<file path="config.mk">
export PLATFORM = sky130hd
export DESIGN_NAME = digital_clock_top
export DESIGN_NICKNAME = d
export VERILOG_FILES = /design/src/common/clock_pkg.sv /design/src/common/display_pkg.sv /design/src/verilog/tick_gen.sv /design/src/timekeep/hms_counter.sv /design/src/timekeep/clock_ctrl.sv /design/src/display/digit_encoder.sv /design/src/display/scan_mux.sv /design/src/verilog/digital_clock_top.sv
export SDC_FILE = /design/constraint.sdc
export NUM_CORES = 1
export LEC_CHECK = 0
export ABC_AREA = 1
export BUFFER_PORTS_ARGS = -buffer_cell sky130_fd_sc_hd__buf_2
export CORE_ASPECT_RATIO = 1.1
export CORE_UTILIZATION = 50
export CTS_CLUSTER_DIAMETER = 120
export CTS_CLUSTER_SIZE = 25
export DETAILED_ROUTE_END_ITERATION = 8
export PLACE_DENSITY = 0.64
export SYNTH_ARGS = -nofsm -noshare
export SYNTH_HDL_FRONTEND = slang
export SYNTH_SLANG_ARGS = --single-unit
</file>
<file path="constraint.sdc">
create_clock -name clk -period 6 [get_ports clk]
set_clock_uncertainty 0.05 [all_clocks]
set_input_delay 1.2 -clock clk [delete_from_list [all_inputs] [get_ports clk]]
set_output_delay 1.2 -clock clk [all_outputs]
set_load 0.03 [all_outputs]
</file>
<file path="src/common/clock_pkg.sv">
package clock_pkg;

	// ---------------------------------------------------------------------
	// time of day and alarm time
	// ---------------------------------------------------------------------
	typedef struct packed {
		logic [5:0] hr;		// 0..23
		logic [5:0] min;	// 0..59
		logic [5:0] sec;	// 0..59
	} hms_t;

	localparam logic [5:0] SEC_MAX = 6'd59;
	localparam logic [5:0] MIN_MAX = 6'd59;
	localparam logic [5:0] HR_MAX  = 6'd23;

	// ---------------------------------------------------------------------
	// user controls
	// ---------------------------------------------------------------------
	typedef enum logic [1:0] {
		MODE_CLOCK = 2'd0,
		MODE_SETUP = 2'd1,
		MODE_ALARM = 2'd2
	} mode_e;

	typedef enum logic [1:0] {
		FIELD_SEC = 2'd0,
		FIELD_MIN = 2'd1,
		FIELD_HR  = 2'd2
	} field_e;

	// single-cycle button strobes
	typedef struct packed {
		logic mode;		// next mode
		logic field;	// next field
		logic inc;		// bump selected field
		logic alarm;	// toggle alarm enable
	} btn_t;

	// add one to a field, no carry into the next
	typedef struct packed {
		logic sec;
		logic min;
		logic hr;
	} field_inc_t;

	// tick divisors for a 50 MHz clk
	localparam logic [31:0] DIV_SEC_DEFAULT   = 32'd50_000_000;	// 1 Hz
	localparam logic [31:0] DIV_SCAN_DEFAULT  = 32'd5_000;		// 10 kHz digit scan
	localparam logic [31:0] DIV_BLINK_DEFAULT = 32'd12_500_000;	// 4 Hz phase toggle

endpackage

</file>
<file path="src/common/display_pkg.sv">
package display_pkg;

	localparam int NUM_DIGITS = 6;

	typedef logic [6:0] seg_t;						// {a,b,c,d,e,f,g}, 1 = lit
	typedef logic [NUM_DIGITS-1:0] digit_en_t;		// 0 = digit driven
	typedef seg_t [NUM_DIGITS-1:0] digits_t;		// [0] is seconds ones

	// ---------------------------------------------------------------------
	// glyphs
	// ---------------------------------------------------------------------
	localparam seg_t GLYPH_0 = 7'b111_1110;
	localparam seg_t GLYPH_1 = 7'b011_0000;
	localparam seg_t GLYPH_2 = 7'b110_1101;
	localparam seg_t GLYPH_3 = 7'b111_1001;
	localparam seg_t GLYPH_4 = 7'b011_0011;
	localparam seg_t GLYPH_5 = 7'b101_1011;
	localparam seg_t GLYPH_6 = 7'b101_1111;
	localparam seg_t GLYPH_7 = 7'b111_0000;
	localparam seg_t GLYPH_8 = 7'b111_1111;
	localparam seg_t GLYPH_9 = 7'b111_0011;

	localparam seg_t GLYPH_BLANK = 7'b000_0000;	// all segments dark

endpackage

</file>
<file path="src/verilog/tick_gen.sv">
`timescale 1ns/10ps

module tick_gen #(
	parameter logic [31:0] p_div_sec   = clock_pkg::DIV_SEC_DEFAULT,
	parameter logic [31:0] p_div_scan  = clock_pkg::DIV_SCAN_DEFAULT,
	parameter logic [31:0] p_div_blink = clock_pkg::DIV_BLINK_DEFAULT
) (
	input  logic clk,
	input  logic rst_n,
	output logic o_sec_tick,
	output logic o_scan_tick,
	output logic o_blink_tick
);

	localparam int c_num_ticks = 3;
	localparam logic [31:0] c_div [c_num_ticks] = '{p_div_sec, p_div_scan, p_div_blink};

	logic [31:0] cnt [c_num_ticks];
	logic [c_num_ticks-1:0] hit;

	// strobe on the last count of each period
	always_comb begin
		for (int i = 0; i < c_num_ticks; i++) begin
			hit[i] = (cnt[i] == c_div[i] - 32'd1);
		end
	end

	always_ff @(posedge clk or negedge rst_n) begin
		if (!rst_n) begin
			for (int i = 0; i < c_num_ticks; i++) begin
				cnt[i] <= '0;
			end
		end else begin
			for (int i = 0; i < c_num_ticks; i++) begin
				cnt[i] <= hit[i] ? 32'd0 : cnt[i] + 32'd1;	// free running
			end
		end
	end

	assign o_sec_tick   = hit[0];
	assign o_scan_tick  = hit[1];
	assign o_blink_tick = hit[2];

endmodule

</file>
<file path="src/timekeep/hms_counter.sv">
`timescale 1ns/10ps

module hms_counter (
	input  logic                  clk,
	input  logic                  rst_n,
	input  logic                  i_run,
	input  clock_pkg::field_inc_t i_inc,
	output clock_pkg::hms_t       o_time
);

	import clock_pkg::*;

	hms_t time_q;
	hms_t time_nxt;

	// one step with wrap at the field limit
	function automatic logic [5:0] wrap_inc(input logic [5:0] val, input logic [5:0] lim);
		return (val >= lim) ? 6'd0 : val + 6'd1;
	endfunction

	// ---------------------------------------------------------------------
	// next value
	// ---------------------------------------------------------------------
	always_comb begin
		time_nxt = time_q;
		if (i_run) begin
			time_nxt.sec = wrap_inc(time_q.sec, SEC_MAX);
			if (time_q.sec == SEC_MAX) begin
				time_nxt.min = wrap_inc(time_q.min, MIN_MAX);	// carry into minutes
				if (time_q.min == MIN_MAX)
					time_nxt.hr = wrap_inc(time_q.hr, HR_MAX);
			end
		end
		// manual bumps, no carry
		if (i_inc.sec) time_nxt.sec = wrap_inc(time_q.sec, SEC_MAX);
		if (i_inc.min) time_nxt.min = wrap_inc(time_q.min, MIN_MAX);
		if (i_inc.hr)  time_nxt.hr  = wrap_inc(time_q.hr, HR_MAX);
	end

	always_ff @(posedge clk or negedge rst_n) begin
		if (!rst_n) begin
			time_q <= '0;	// 00:00:00
		end else begin
			time_q <= time_nxt;
		end
	end

	assign o_time = time_q;

endmodule

</file>
<file path="src/timekeep/clock_ctrl.sv">
`timescale 1ns/10ps

module clock_ctrl (
	input  logic                   clk,
	input  logic                   rst_n,
	input  clock_pkg::btn_t        i_btn,
	input  logic                   i_sec_tick,
	input  logic                   i_blink_tick,
	input  clock_pkg::hms_t        i_cur_time,
	input  clock_pkg::hms_t        i_alarm_time,
	output logic                   o_run,
	output clock_pkg::field_inc_t  o_time_inc,
	output clock_pkg::field_inc_t  o_alarm_inc,
	output clock_pkg::hms_t        o_shown,
	output display_pkg::digit_en_t o_blank,
	output logic                   o_alarm
);

	import clock_pkg::*;

	mode_e      mode_q;
	field_e     field_q;
	logic       alarm_en_q;
	logic       alarm_q;
	logic       blink_on_q;	// 1 = selected field shown
	field_inc_t sel_inc;

	// ---------------------------------------------------------------------
	// mode, field, alarm enable and blink phase
	// ---------------------------------------------------------------------
	always_ff @(posedge clk or negedge rst_n) begin
		if (!rst_n) begin
			mode_q     <= MODE_CLOCK;
			field_q    <= FIELD_SEC;
			alarm_en_q <= 1'b0;
			blink_on_q <= 1'b1;
		end else begin
			if (i_btn.mode) begin
				case (mode_q)
					MODE_CLOCK: mode_q <= MODE_SETUP;
					MODE_SETUP: mode_q <= MODE_ALARM;
					default:    mode_q <= MODE_CLOCK;
				endcase
			end
			if (i_btn.field) begin
				case (field_q)
					FIELD_SEC: field_q <= FIELD_MIN;
					FIELD_MIN: field_q <= FIELD_HR;
					default:   field_q <= FIELD_SEC;
				endcase
			end
			if (i_btn.alarm) alarm_en_q <= ~alarm_en_q;
			if (i_blink_tick) blink_on_q <= ~blink_on_q;
		end
	end

	// latched until the enable drops
	always_ff @(posedge clk or negedge rst_n) begin
		if (!rst_n) begin
			alarm_q <= 1'b0;
		end else if (!alarm_en_q) begin
			alarm_q <= 1'b0;
		end else if (i_cur_time == i_alarm_time) begin
			alarm_q <= 1'b1;
		end
	end

	// ---------------------------------------------------------------------
	// increment routing
	// ---------------------------------------------------------------------
	always_comb begin
		sel_inc = '0;
		if (i_btn.inc) begin
			case (field_q)
				FIELD_SEC: sel_inc.sec = 1'b1;
				FIELD_MIN: sel_inc.min = 1'b1;
				default:   sel_inc.hr  = 1'b1;
			endcase
		end
	end

	assign o_run       = i_sec_tick && (mode_q != MODE_SETUP);	// frozen while setting
	assign o_time_inc  = (mode_q == MODE_SETUP) ? sel_inc : '0;
	assign o_alarm_inc = (mode_q == MODE_ALARM) ? sel_inc : '0;
	assign o_shown     = (mode_q == MODE_ALARM) ? i_alarm_time : i_cur_time;
	assign o_alarm     = alarm_q;

	// blank the selected pair during the off phase
	always_comb begin
		o_blank = '0;
		if (mode_q != MODE_CLOCK && !blink_on_q) begin
			case (field_q)
				FIELD_SEC: o_blank = 6'b000011;
				FIELD_MIN: o_blank = 6'b001100;
				default:   o_blank = 6'b110000;
			endcase
		end
	end

endmodule

</file>
<file path="src/display/digit_encoder.sv">
`timescale 1ns/10ps

module digit_encoder (
	input  clock_pkg::hms_t        i_shown,
	input  display_pkg::digit_en_t i_blank,
	output display_pkg::digits_t   o_digits
);

	import display_pkg::*;

	logic [5:0] fld [3];	// sec, min, hr
	logic [3:0] tens;
	logic [3:0] ones;

	function automatic seg_t glyph(input logic [3:0] num);
		case (num)
			4'd0:    return GLYPH_0;
			4'd1:    return GLYPH_1;
			4'd2:    return GLYPH_2;
			4'd3:    return GLYPH_3;
			4'd4:    return GLYPH_4;
			4'd5:    return GLYPH_5;
			4'd6:    return GLYPH_6;
			4'd7:    return GLYPH_7;
			4'd8:    return GLYPH_8;
			4'd9:    return GLYPH_9;
			default: return GLYPH_BLANK;	// out of range
		endcase
	endfunction

	assign fld[0] = i_shown.sec;
	assign fld[1] = i_shown.min;
	assign fld[2] = i_shown.hr;

	// even index is ones, odd index is tens
	always_comb begin
		tens = '0;
		ones = '0;
		for (int i = 0; i < 3; i++) begin
			tens = 4'(fld[i] / 6'd10);
			ones = 4'(fld[i] % 6'd10);
			o_digits[2*i]   = i_blank[2*i]   ? GLYPH_BLANK : glyph(ones);
			o_digits[2*i+1] = i_blank[2*i+1] ? GLYPH_BLANK : glyph(tens);
		end
	end

endmodule

</file>
<file path="src/display/scan_mux.sv">
`timescale 1ns/10ps

module scan_mux (
	input  logic                   clk,
	input  logic                   rst_n,
	input  logic                   i_scan_tick,
	input  display_pkg::digits_t   i_digits,
	output display_pkg::seg_t      o_seg,
	output display_pkg::digit_en_t o_seg_enb
);

	import display_pkg::*;

	localparam int c_idx_w = $clog2(NUM_DIGITS);
	localparam logic [c_idx_w-1:0] c_idx_last = c_idx_w'(NUM_DIGITS - 1);

	logic [c_idx_w-1:0] idx_q;	// digit being driven

	// ---------------------------------------------------------------------
	// scan index, 0..5
	// ---------------------------------------------------------------------
	always_ff @(posedge clk or negedge rst_n) begin
		if (!rst_n) begin
			idx_q <= '0;
		end else if (i_scan_tick) begin
			idx_q <= (idx_q == c_idx_last) ? '0 : idx_q + 1'b1;
		end
	end

	assign o_seg     = i_digits[idx_q];
	assign o_seg_enb = ~(digit_en_t'(1) << idx_q);	// one low at a time

endmodule

</file>
<file path="src/verilog/digital_clock_top.sv">
`timescale 1ns/10ps

module digital_clock_top #(
	parameter logic [31:0] p_div_sec   = clock_pkg::DIV_SEC_DEFAULT,
	parameter logic [31:0] p_div_scan  = clock_pkg::DIV_SCAN_DEFAULT,
	parameter logic [31:0] p_div_blink = clock_pkg::DIV_BLINK_DEFAULT
) (
	input  logic                   clk,
	input  logic                   rst_n,
	input  clock_pkg::btn_t        i_btn,
	output display_pkg::seg_t      o_seg,
	output display_pkg::digit_en_t o_seg_enb,
	output logic                   o_alarm
);

	import clock_pkg::*;
	import display_pkg::*;

	logic       sec_tick;
	logic       scan_tick;
	logic       blink_tick;
	logic       run_tick;
	field_inc_t time_inc;
	field_inc_t alarm_inc;
	hms_t       cur_time;
	hms_t       alarm_time;
	hms_t       shown;
	digit_en_t  blank;
	digits_t    digits;

	tick_gen #(
		.p_div_sec   (p_div_sec),
		.p_div_scan  (p_div_scan),
		.p_div_blink (p_div_blink)
	) u_tick_gen (
		.clk          (clk),
		.rst_n        (rst_n),
		.o_sec_tick   (sec_tick),
		.o_scan_tick  (scan_tick),
		.o_blink_tick (blink_tick)
	);

	// ---------------------------------------------------------------------
	// running time and alarm setting
	// ---------------------------------------------------------------------
	hms_counter u_time (
		.clk    (clk),
		.rst_n  (rst_n),
		.i_run  (run_tick),
		.i_inc  (time_inc),
		.o_time (cur_time)
	);

	hms_counter u_alarm (
		.clk    (clk),
		.rst_n  (rst_n),
		.i_run  (1'b0),		// alarm time only moves by hand
		.i_inc  (alarm_inc),
		.o_time (alarm_time)
	);

	clock_ctrl u_clock_ctrl (
		.clk          (clk),
		.rst_n        (rst_n),
		.i_btn        (i_btn),
		.i_sec_tick   (sec_tick),
		.i_blink_tick (blink_tick),
		.i_cur_time   (cur_time),
		.i_alarm_time (alarm_time),
		.o_run        (run_tick),
		.o_time_inc   (time_inc),
		.o_alarm_inc  (alarm_inc),
		.o_shown      (shown),
		.o_blank      (blank),
		.o_alarm      (o_alarm)
	);

	// ---------------------------------------------------------------------
	// display path
	// ---------------------------------------------------------------------
	digit_encoder u_digit_encoder (
		.i_shown  (shown),
		.i_blank  (blank),
		.o_digits (digits)
	);

	scan_mux u_scan_mux (
		.clk         (clk),
		.rst_n       (rst_n),
		.i_scan_tick (scan_tick),
		.i_digits    (digits),
		.o_seg       (o_seg),
		.o_seg_enb   (o_seg_enb)
	);

endmodule

</file>
; Word level (Yosys, flattened, before mapping)
; Memory sizes are Yosys's and may differ from the RTL's.
; Cells that the tools add are included.
[totals]
ff_bits = 142
romBits = 672
output_inout_bits = 14
elab_cells = 112
mem_count = 6
[classes]
add_sub_neg = 10
n_div = 6
magnitude_cmp = 7
eq_ne = 12
shifts = 1
mux = 37
n_bitwise = 3
n_reduce_logical = 15
[memory_table]
columns = memory, words, word_bits, read_ports, rd_ports_with_merged_regs, write_ports, line
row1 = (name not given), 16, 7, 1, 0, 0, digit_encoder.sv:16  ; case (num)
row2 = (name not given), 16, 7, 1, 0, 0, digit_encoder.sv:16
row3 = (name not given), 16, 7, 1, 0, 0, digit_encoder.sv:16
row4 = (name not given), 16, 7, 1, 0, 0, digit_encoder.sv:16
row5 = (name not given), 16, 7, 1, 0, 0, digit_encoder.sv:16
row6 = (name not given), 16, 7, 1, 0, 0, digit_encoder.sv:16
[ops]
columns = cell, count
row1 = 32-bit by 1-bit adder with 32-bit output (second input constant), 3
row2 = 32-bit two-way mux, 3
row3 = 6-bit two-way mux, 11
row4 = 7-bit two-way mux, 7
row5 = 6-bit by 1-bit adder with 6-bit output (second input constant), 6
row6 = 18-bit two-way mux, 2
row7 = 32-bit by 13-bit equality test with 1-bit output (second input constant), 1
row8 = 32-bit by 24-bit equality test with 1-bit output (second input constant), 1
row9 = 32-bit by 26-bit equality test with 1-bit output (second input constant), 1
row10 = 6-bit >= comparator (second input constant), 4
row11 = 7-bit binary-select mux with 3-bit select, 1
row12 = 6-bit by 4-bit divider with 6-bit output (second input constant), 3
row13 = 18-bit equality test, 1
row14 = 6-bit by 4-bit modulo with 6-bit output (second input constant), 3
row15 = 2-bit nonzero test, 7
row16 = 6-bit equality test (second input constant), 2
row17 = 6-bit by 5-bit >= comparator with 1-bit output (second input constant), 2
row18 = 12-bit two-way mux, 1
row19 = 3-bit two-way mux, 4
row20 = 6-bit case mux with 2 select lines, 1
row21 = 2-bit case mux with 2 select lines, 2
row22 = 6-bit NOT, 1
row23 = 1-bit by 3-bit << shifter with 6-bit output (first input constant), 1
row24 = 1-bit two-way mux, 5
row25 = other kinds (14), 18

; Depth between registers and ports, before layout
[depth]
word_depth = 7
ltp_mapped = 25

; Modules after synthesis
; From an unflattened synthesis, not the netlist that was laid out.
[unflattened]
cells_unflattened = 1789
hier_area_um2 = 11552.3
[by_module_without_submodules]
columns = module, instances, cells_per_inst, area_each_um2, seq_area_each_um2
row1 = tick_gen, 1, 884, 5982.0, 2402.3
row2 = hms_counter, 2, 140, 1059.8, 450.4
row3 = digit_encoder, 1, 339, 1871.8, 0.0
row4 = clock_ctrl, 1, 148, 898.4, 176.4
row5 = scan_mux, 1, 137, 676.9, 75.1
row6 = digital_clock_top, 1, 1, 3.8, 0.0

; Least setup slack after synthesis
; No wires, ideal clock.
[synth_timing]
path_kind = register to output
startpoint = register u_clock_ctrl.mode_q[0]
endpoint = output port o_seg[3]
arrival_ps = 2599
required_time_ps = 4750
slack_ps = 2151
path_stages_with_launch = 23
path_cell_list = dfrtp_1 > inv_2 > nand2_4 > buf_6 > nand2_1 > o21ai_2 > nand2_1 > nand4_2 > nand2_2 > nand2_2 > nand2_2 > inv_2 > nand2_4 > nand2_4 > nand2_1 > nand2_1 > ha_1 > nand3b_1 > nand3_1 > nand2_1 > nand2_1 > nand2_1 > nand2_1
[synth_between]
elab_chain_len = 7
elab_cells_between_ends = 25
cone_classes = 6 x div / 1 x eq/ne / 10 x mux / 2 x reduce/logical / 6 x memory
[synth_lines]
columns = item, line
row1 = from (decl), clock_ctrl.sv:21  ; mode_e mode_q;
row2 = from (signal assigned), clock_ctrl.sv:33  ; mode_q <= MODE_CLOCK;
row3 = from (signal assigned), clock_ctrl.sv:40  ; MODE_CLOCK: mode_q <= MODE_SETUP;
row4 = from (signal assigned), clock_ctrl.sv:41  ; MODE_SETUP: mode_q <= MODE_ALARM;
row5 = 2-bit equality test, clock_ctrl.sv:85  ; assign o_shown = (mode_q == MODE_ALARM) ? i_alarm_time : i_cur_time;
row6 = 18-bit two-way mux, clock_ctrl.sv:85
row7 = 6-bit by 4-bit modulo with 6-bit output or 6-bit by 4-bit divider with 6-bit output (tied branches), "digit_encoder.sv:41, digit_encoder.sv:40"
row8 = memory 16 x 7 bit, n/a
row9 = "7-bit two-way mux, on equally long branches", "digit_encoder.sv:42, digit_encoder.sv:43"
row10 = 7-bit binary-select mux with 3-bit select (*), scan_mux.sv:30  ; assign o_seg = i_digits[idx_q];
row11 = 7-bit two-way mux (implied by the code) (*), scan_mux.sv:30
row12 = to (decl), digital_clock_top.sv:11  ; output display_pkg::seg_t o_seg,
; Every way passes the cells marked *; elsewhere a longest branch is shown, timed or not. The select of a mux whose other input is x is not followed.

; Worst setup path in the final report
[layout_timing]
startpoint = register u_clock_ctrl.mode_q[1]
endpoint = output port o_seg[3]
; Same word-level chain as after synthesis.

==> reports/metrics.csv <==
metric,value,unit
status,"finished, final reports clean",
Inst Count DP,1660,
initial drt markers,484,
Post-CTS Resized,0,
Rows,54,
syn nets,1453,
final setup margin,1.03,ns
Post-Syn Area,10100,sq um
Synthesis Warnings,0,
final wirelength,20800,um
Tot Pwr,4.57,mW
CTS tree,done,
pre-CTS setup slack,1.50,ns
Seq cells post-synth,142,
hold depth,1,
min Tclk post-route,4.97,ns
syn avg cell area,7.21,sq um
P&R area growth vs syn,8.46,%
diode count,0,
clk buf depth,2,
RSZ-0062 raised after global routing,no,
routability cong.,0.890,
Switching Fraction,46.7,%
Max Cap Viol,0,
vias per cell,5.06,
CP dominant cell by count,nand2_1,
r2r endpoint,u_tick_gen.cnt[86]$_DFF_PN0_,
TritonCTS buffer count,17,
CP arrival,3.72,ns
CP cell instances,nand2_4 > o21ai_2 > nand3_2 > nand4_2 > nand2_2 > nand2_1 > nand3_2 > nand2_4 > nand2_4 > nand2_1 > nand2_1 > ha_1 > nand3b_1 > nand3_1 > nand2_1 > nand2_1 > nand2_1 > nand2_1 > buf_2,
Pleak,5.58,nW
R2R cell count,14,
Final Max Tran Viols,0,
Int Pwr,2.44,mW
Peak Freq,0.201,GHz
TritonCTS Sinks,142,
CP startpoint kind,flop,
power share of the sequential group,26.2,%
Core ar.,19900,sq um
# Post-CTS Setup Buffers,0,
Slew HR,35.9,%
Crit Reg-Reg Startpoint,u_tick_gen.cnt[64]$_DFF_PN0_,
clock transition at the registers of the reported paths,0.06,ns
WS Path Type,flop to output port,
"Largest delay share family, worst path",simple AND/OR/NAND/NOR gates,
final non-filler cell total,1692,
final hold viol count,0,
Critical path buffers and inverters,1,
final core utilization,55.3,%
Logic pwr share,51.9,%
DP Wirelength,16000,um
Clock power frac,21.9,%
"IR drop worst, VDD",0.000373,V
"antenna viol nets, final",0,
initial core utilization,50.9,%
clock latency on the worst-skew pair,0.43,ns
"Seq/Total Area, Yosys",35.1,%
Netlist cell types,47,
Root Buffer,clkbuf_16,
GRT Overall Usage,21.5,%
global-route wire length before repair,36000,um
Required @ worst endpoint,4.75,ns
Max stage delay on crit path,0.55,ns
fin crit share,82.8,%
Nets,1476,
switching power,2.13,mW
CTS Hold Buffers Added,0,
vias in the first global route,8137,
vias,8565,
grt ovf,0,
Final setup viols,0,
Hold Path End,u_tick_gen.cnt[64]$_DFF_PN0_,
drt pass-1 iters,4,
Die ar.,20800,sq um
Worst Max-Slew Pin Slew,0.961,ns
worst hold path type,flop to flop,
Post-synth top flop,dfrtp_1,
buffers added on ports,19,
wire length per cell,12.3,um
Crit. path cell count,19,
CP Capture Type,output port,
share of flip-flops with an asynchronous set or reset,100,%
H-tree depth,4,
"Max FO, Critical Path",49,
pin count of the biggest net entering global routing,106,
layout cells sized above 1,9.03,%
pwr dens,416,nW/um^2
Die Width,138,um
Top-Level Pins,20,
"EDFF count, synth",0,
Post-Synthesis Cells,1404,
internal reg-to-reg setup slack,3.22,ns
Hold Startpoint,u_tick_gen.cnt[64]$_DFF_PN0_,
floorplan die height,151,um
Setup TNS Final,0,ns
initial antenna violation count,0,
DRC,0,
CP max stage cell,dfrtp_1,
state kept, by name (all words and copies together) (netlist names):
| name | count |
|---|---|
| u_clock_ctrl.blink_on_q | 1 |
| u_scan_mux.idx_q | 3 |
| u_clock_ctrl.o_alarm | 1 |
| u_clock_ctrl.mode_q | 2 |
| u_clock_ctrl.field_q | 2 |
| u_clock_ctrl.alarm_en_q | 1 |
| u_time.o_time | 18 |
| u_tick_gen.cnt | 96 |
| u_alarm.o_time | 18 |
layout make-up:
type / count / area (sq um)
clock buffers: 19 / 433
fillers: 1924 / 8890
repair buffers: 21 / 116
multi-input cells: 995 / 5500
flip-flops and latches: 142 / 3550
inverters: 250 / 938
clock inverters: 13 / 115
well taps: 252 / 315
routing by layer:
metal  GRT usage (%)  wire [um]  vias to the layer above
met2            36.2       9690                       92
met3            3.01        455                       31
met4            7.75        385                        0
met5               0          0                        -
li1                -          -                     4577
met1            28.1      10200                     3865
worst max-delay path by stage:
stage | end | start | slack (ns)
after floorplan | o_seg[3] | u_clock_ctrl.mode_q[0]$_DFFE_PN0P_ | 2.15
after global placement | o_seg[0] | u_clock_ctrl.mode_q[1]$_DFFE_PN0P_ | 1.60
after detailed placement | o_seg[3] | u_clock_ctrl.mode_q[1]$_DFFE_PN0P_ | 1.50
after CTS | o_seg[3] | u_clock_ctrl.mode_q[1]$_DFFE_PN0P_ | 1.03
after global routing | o_seg[2] | u_clock_ctrl.mode_q[1]$_DFFE_PN0P_ | 0.65
final | o_seg[3] | u_clock_ctrl.mode_q[1]$_DFFE_PN0P_ | 1.03
per-stage QoR:
stage	hold slack (ns)	instance area, sq um
after floorplan	0.383	10100
after global placement	0.401	10400
after detailed placement	0.403	10400
after CTS	0.411	11000
after global routing	0.450	11000
final	0.410	11000
kinds of logic (layout without fill, tap and decap cells):
logic type	Yosys count	after routing	share of synthesized area (%)
buffers and inverters	267	303	10.5
xor gates and xnor gates	67	67	5.87
AOI/OAI and AO/OA	132	132	8.12
adders and majority gates	43	43	5.32
muxes	1	1	0.111
DFF	142	142	35.1
and+or+nand+nor	752	752	35.0
cell usage in the layout (no fill, tap or decap), types with 5 or more instances in the layout:
cell type  count
xor2_1        46
inv_1        236
a21oi_1       44
nand3_2       10
o21ai_0       42
nand2_1      309
nor4_1        33
nor3b_1        5
buf_2         18
nor3_1        66
nand2_2       17
o21ai_2        9
ha_1          43
clkbuf_16     17
nand3_1      109
o21a_1         7
dfrtp_1      141
a31oi_1        6
nand4_1       44
nand2_4       12
inv_2         11
o21ai_1        7
xnor2_1       20
nor2_1       129
nand3b_1       8
power by group through the flow:
stage	Combinational [mW]	Sequential, mW	Clock, mW
2_1_floorplan	1.93	1.17	0
3_3_place_gp	2.38	1.21	0
3_5_place_dp	2.39	1.21	0
4_1_cts	2.39	1.20	1.02
5_1_grt	2.76	1.22	1.06
6_report	2.37	1.20	1.00
Yosys cell counts (2+ instances only):
library cell	count	area, sq um
xnor2_1	20	175
or2_2	4	25.0
nor3_1	66	330
nand3b_1	8	60.1
clkinv_1	3	11.3
nand3_2	10	100
buf_6	3	33.8
nor2_1	129	484
ha_1	43	538
nand2_1	309	1160
nand4_1	44	275
o21ai_0	42	210
inv_2	11	41.3
xor2_1	46	403
a21oi_4	4	65.1
a211oi_1	4	30.0
inv_1	236	886
a21oi_1	44	220
nand3_1	109	546
o21ai_1	7	35.0
nand2_8	2	40.0
nor3b_1	5	37.5
o21a_1	7	52.6
buf_12	2	40.0
dfrtp_1	141	3530
nand2_2	17	106
clkbuf_1	10	37.5
nand2_4	12	135
a31oi_1	6	37.5
o21ai_4	2	32.5
o22ai_1	2	12.5
o21ai_2	9	78.8
nor4_1	33	206
Power figures use the tool's default switching activity.
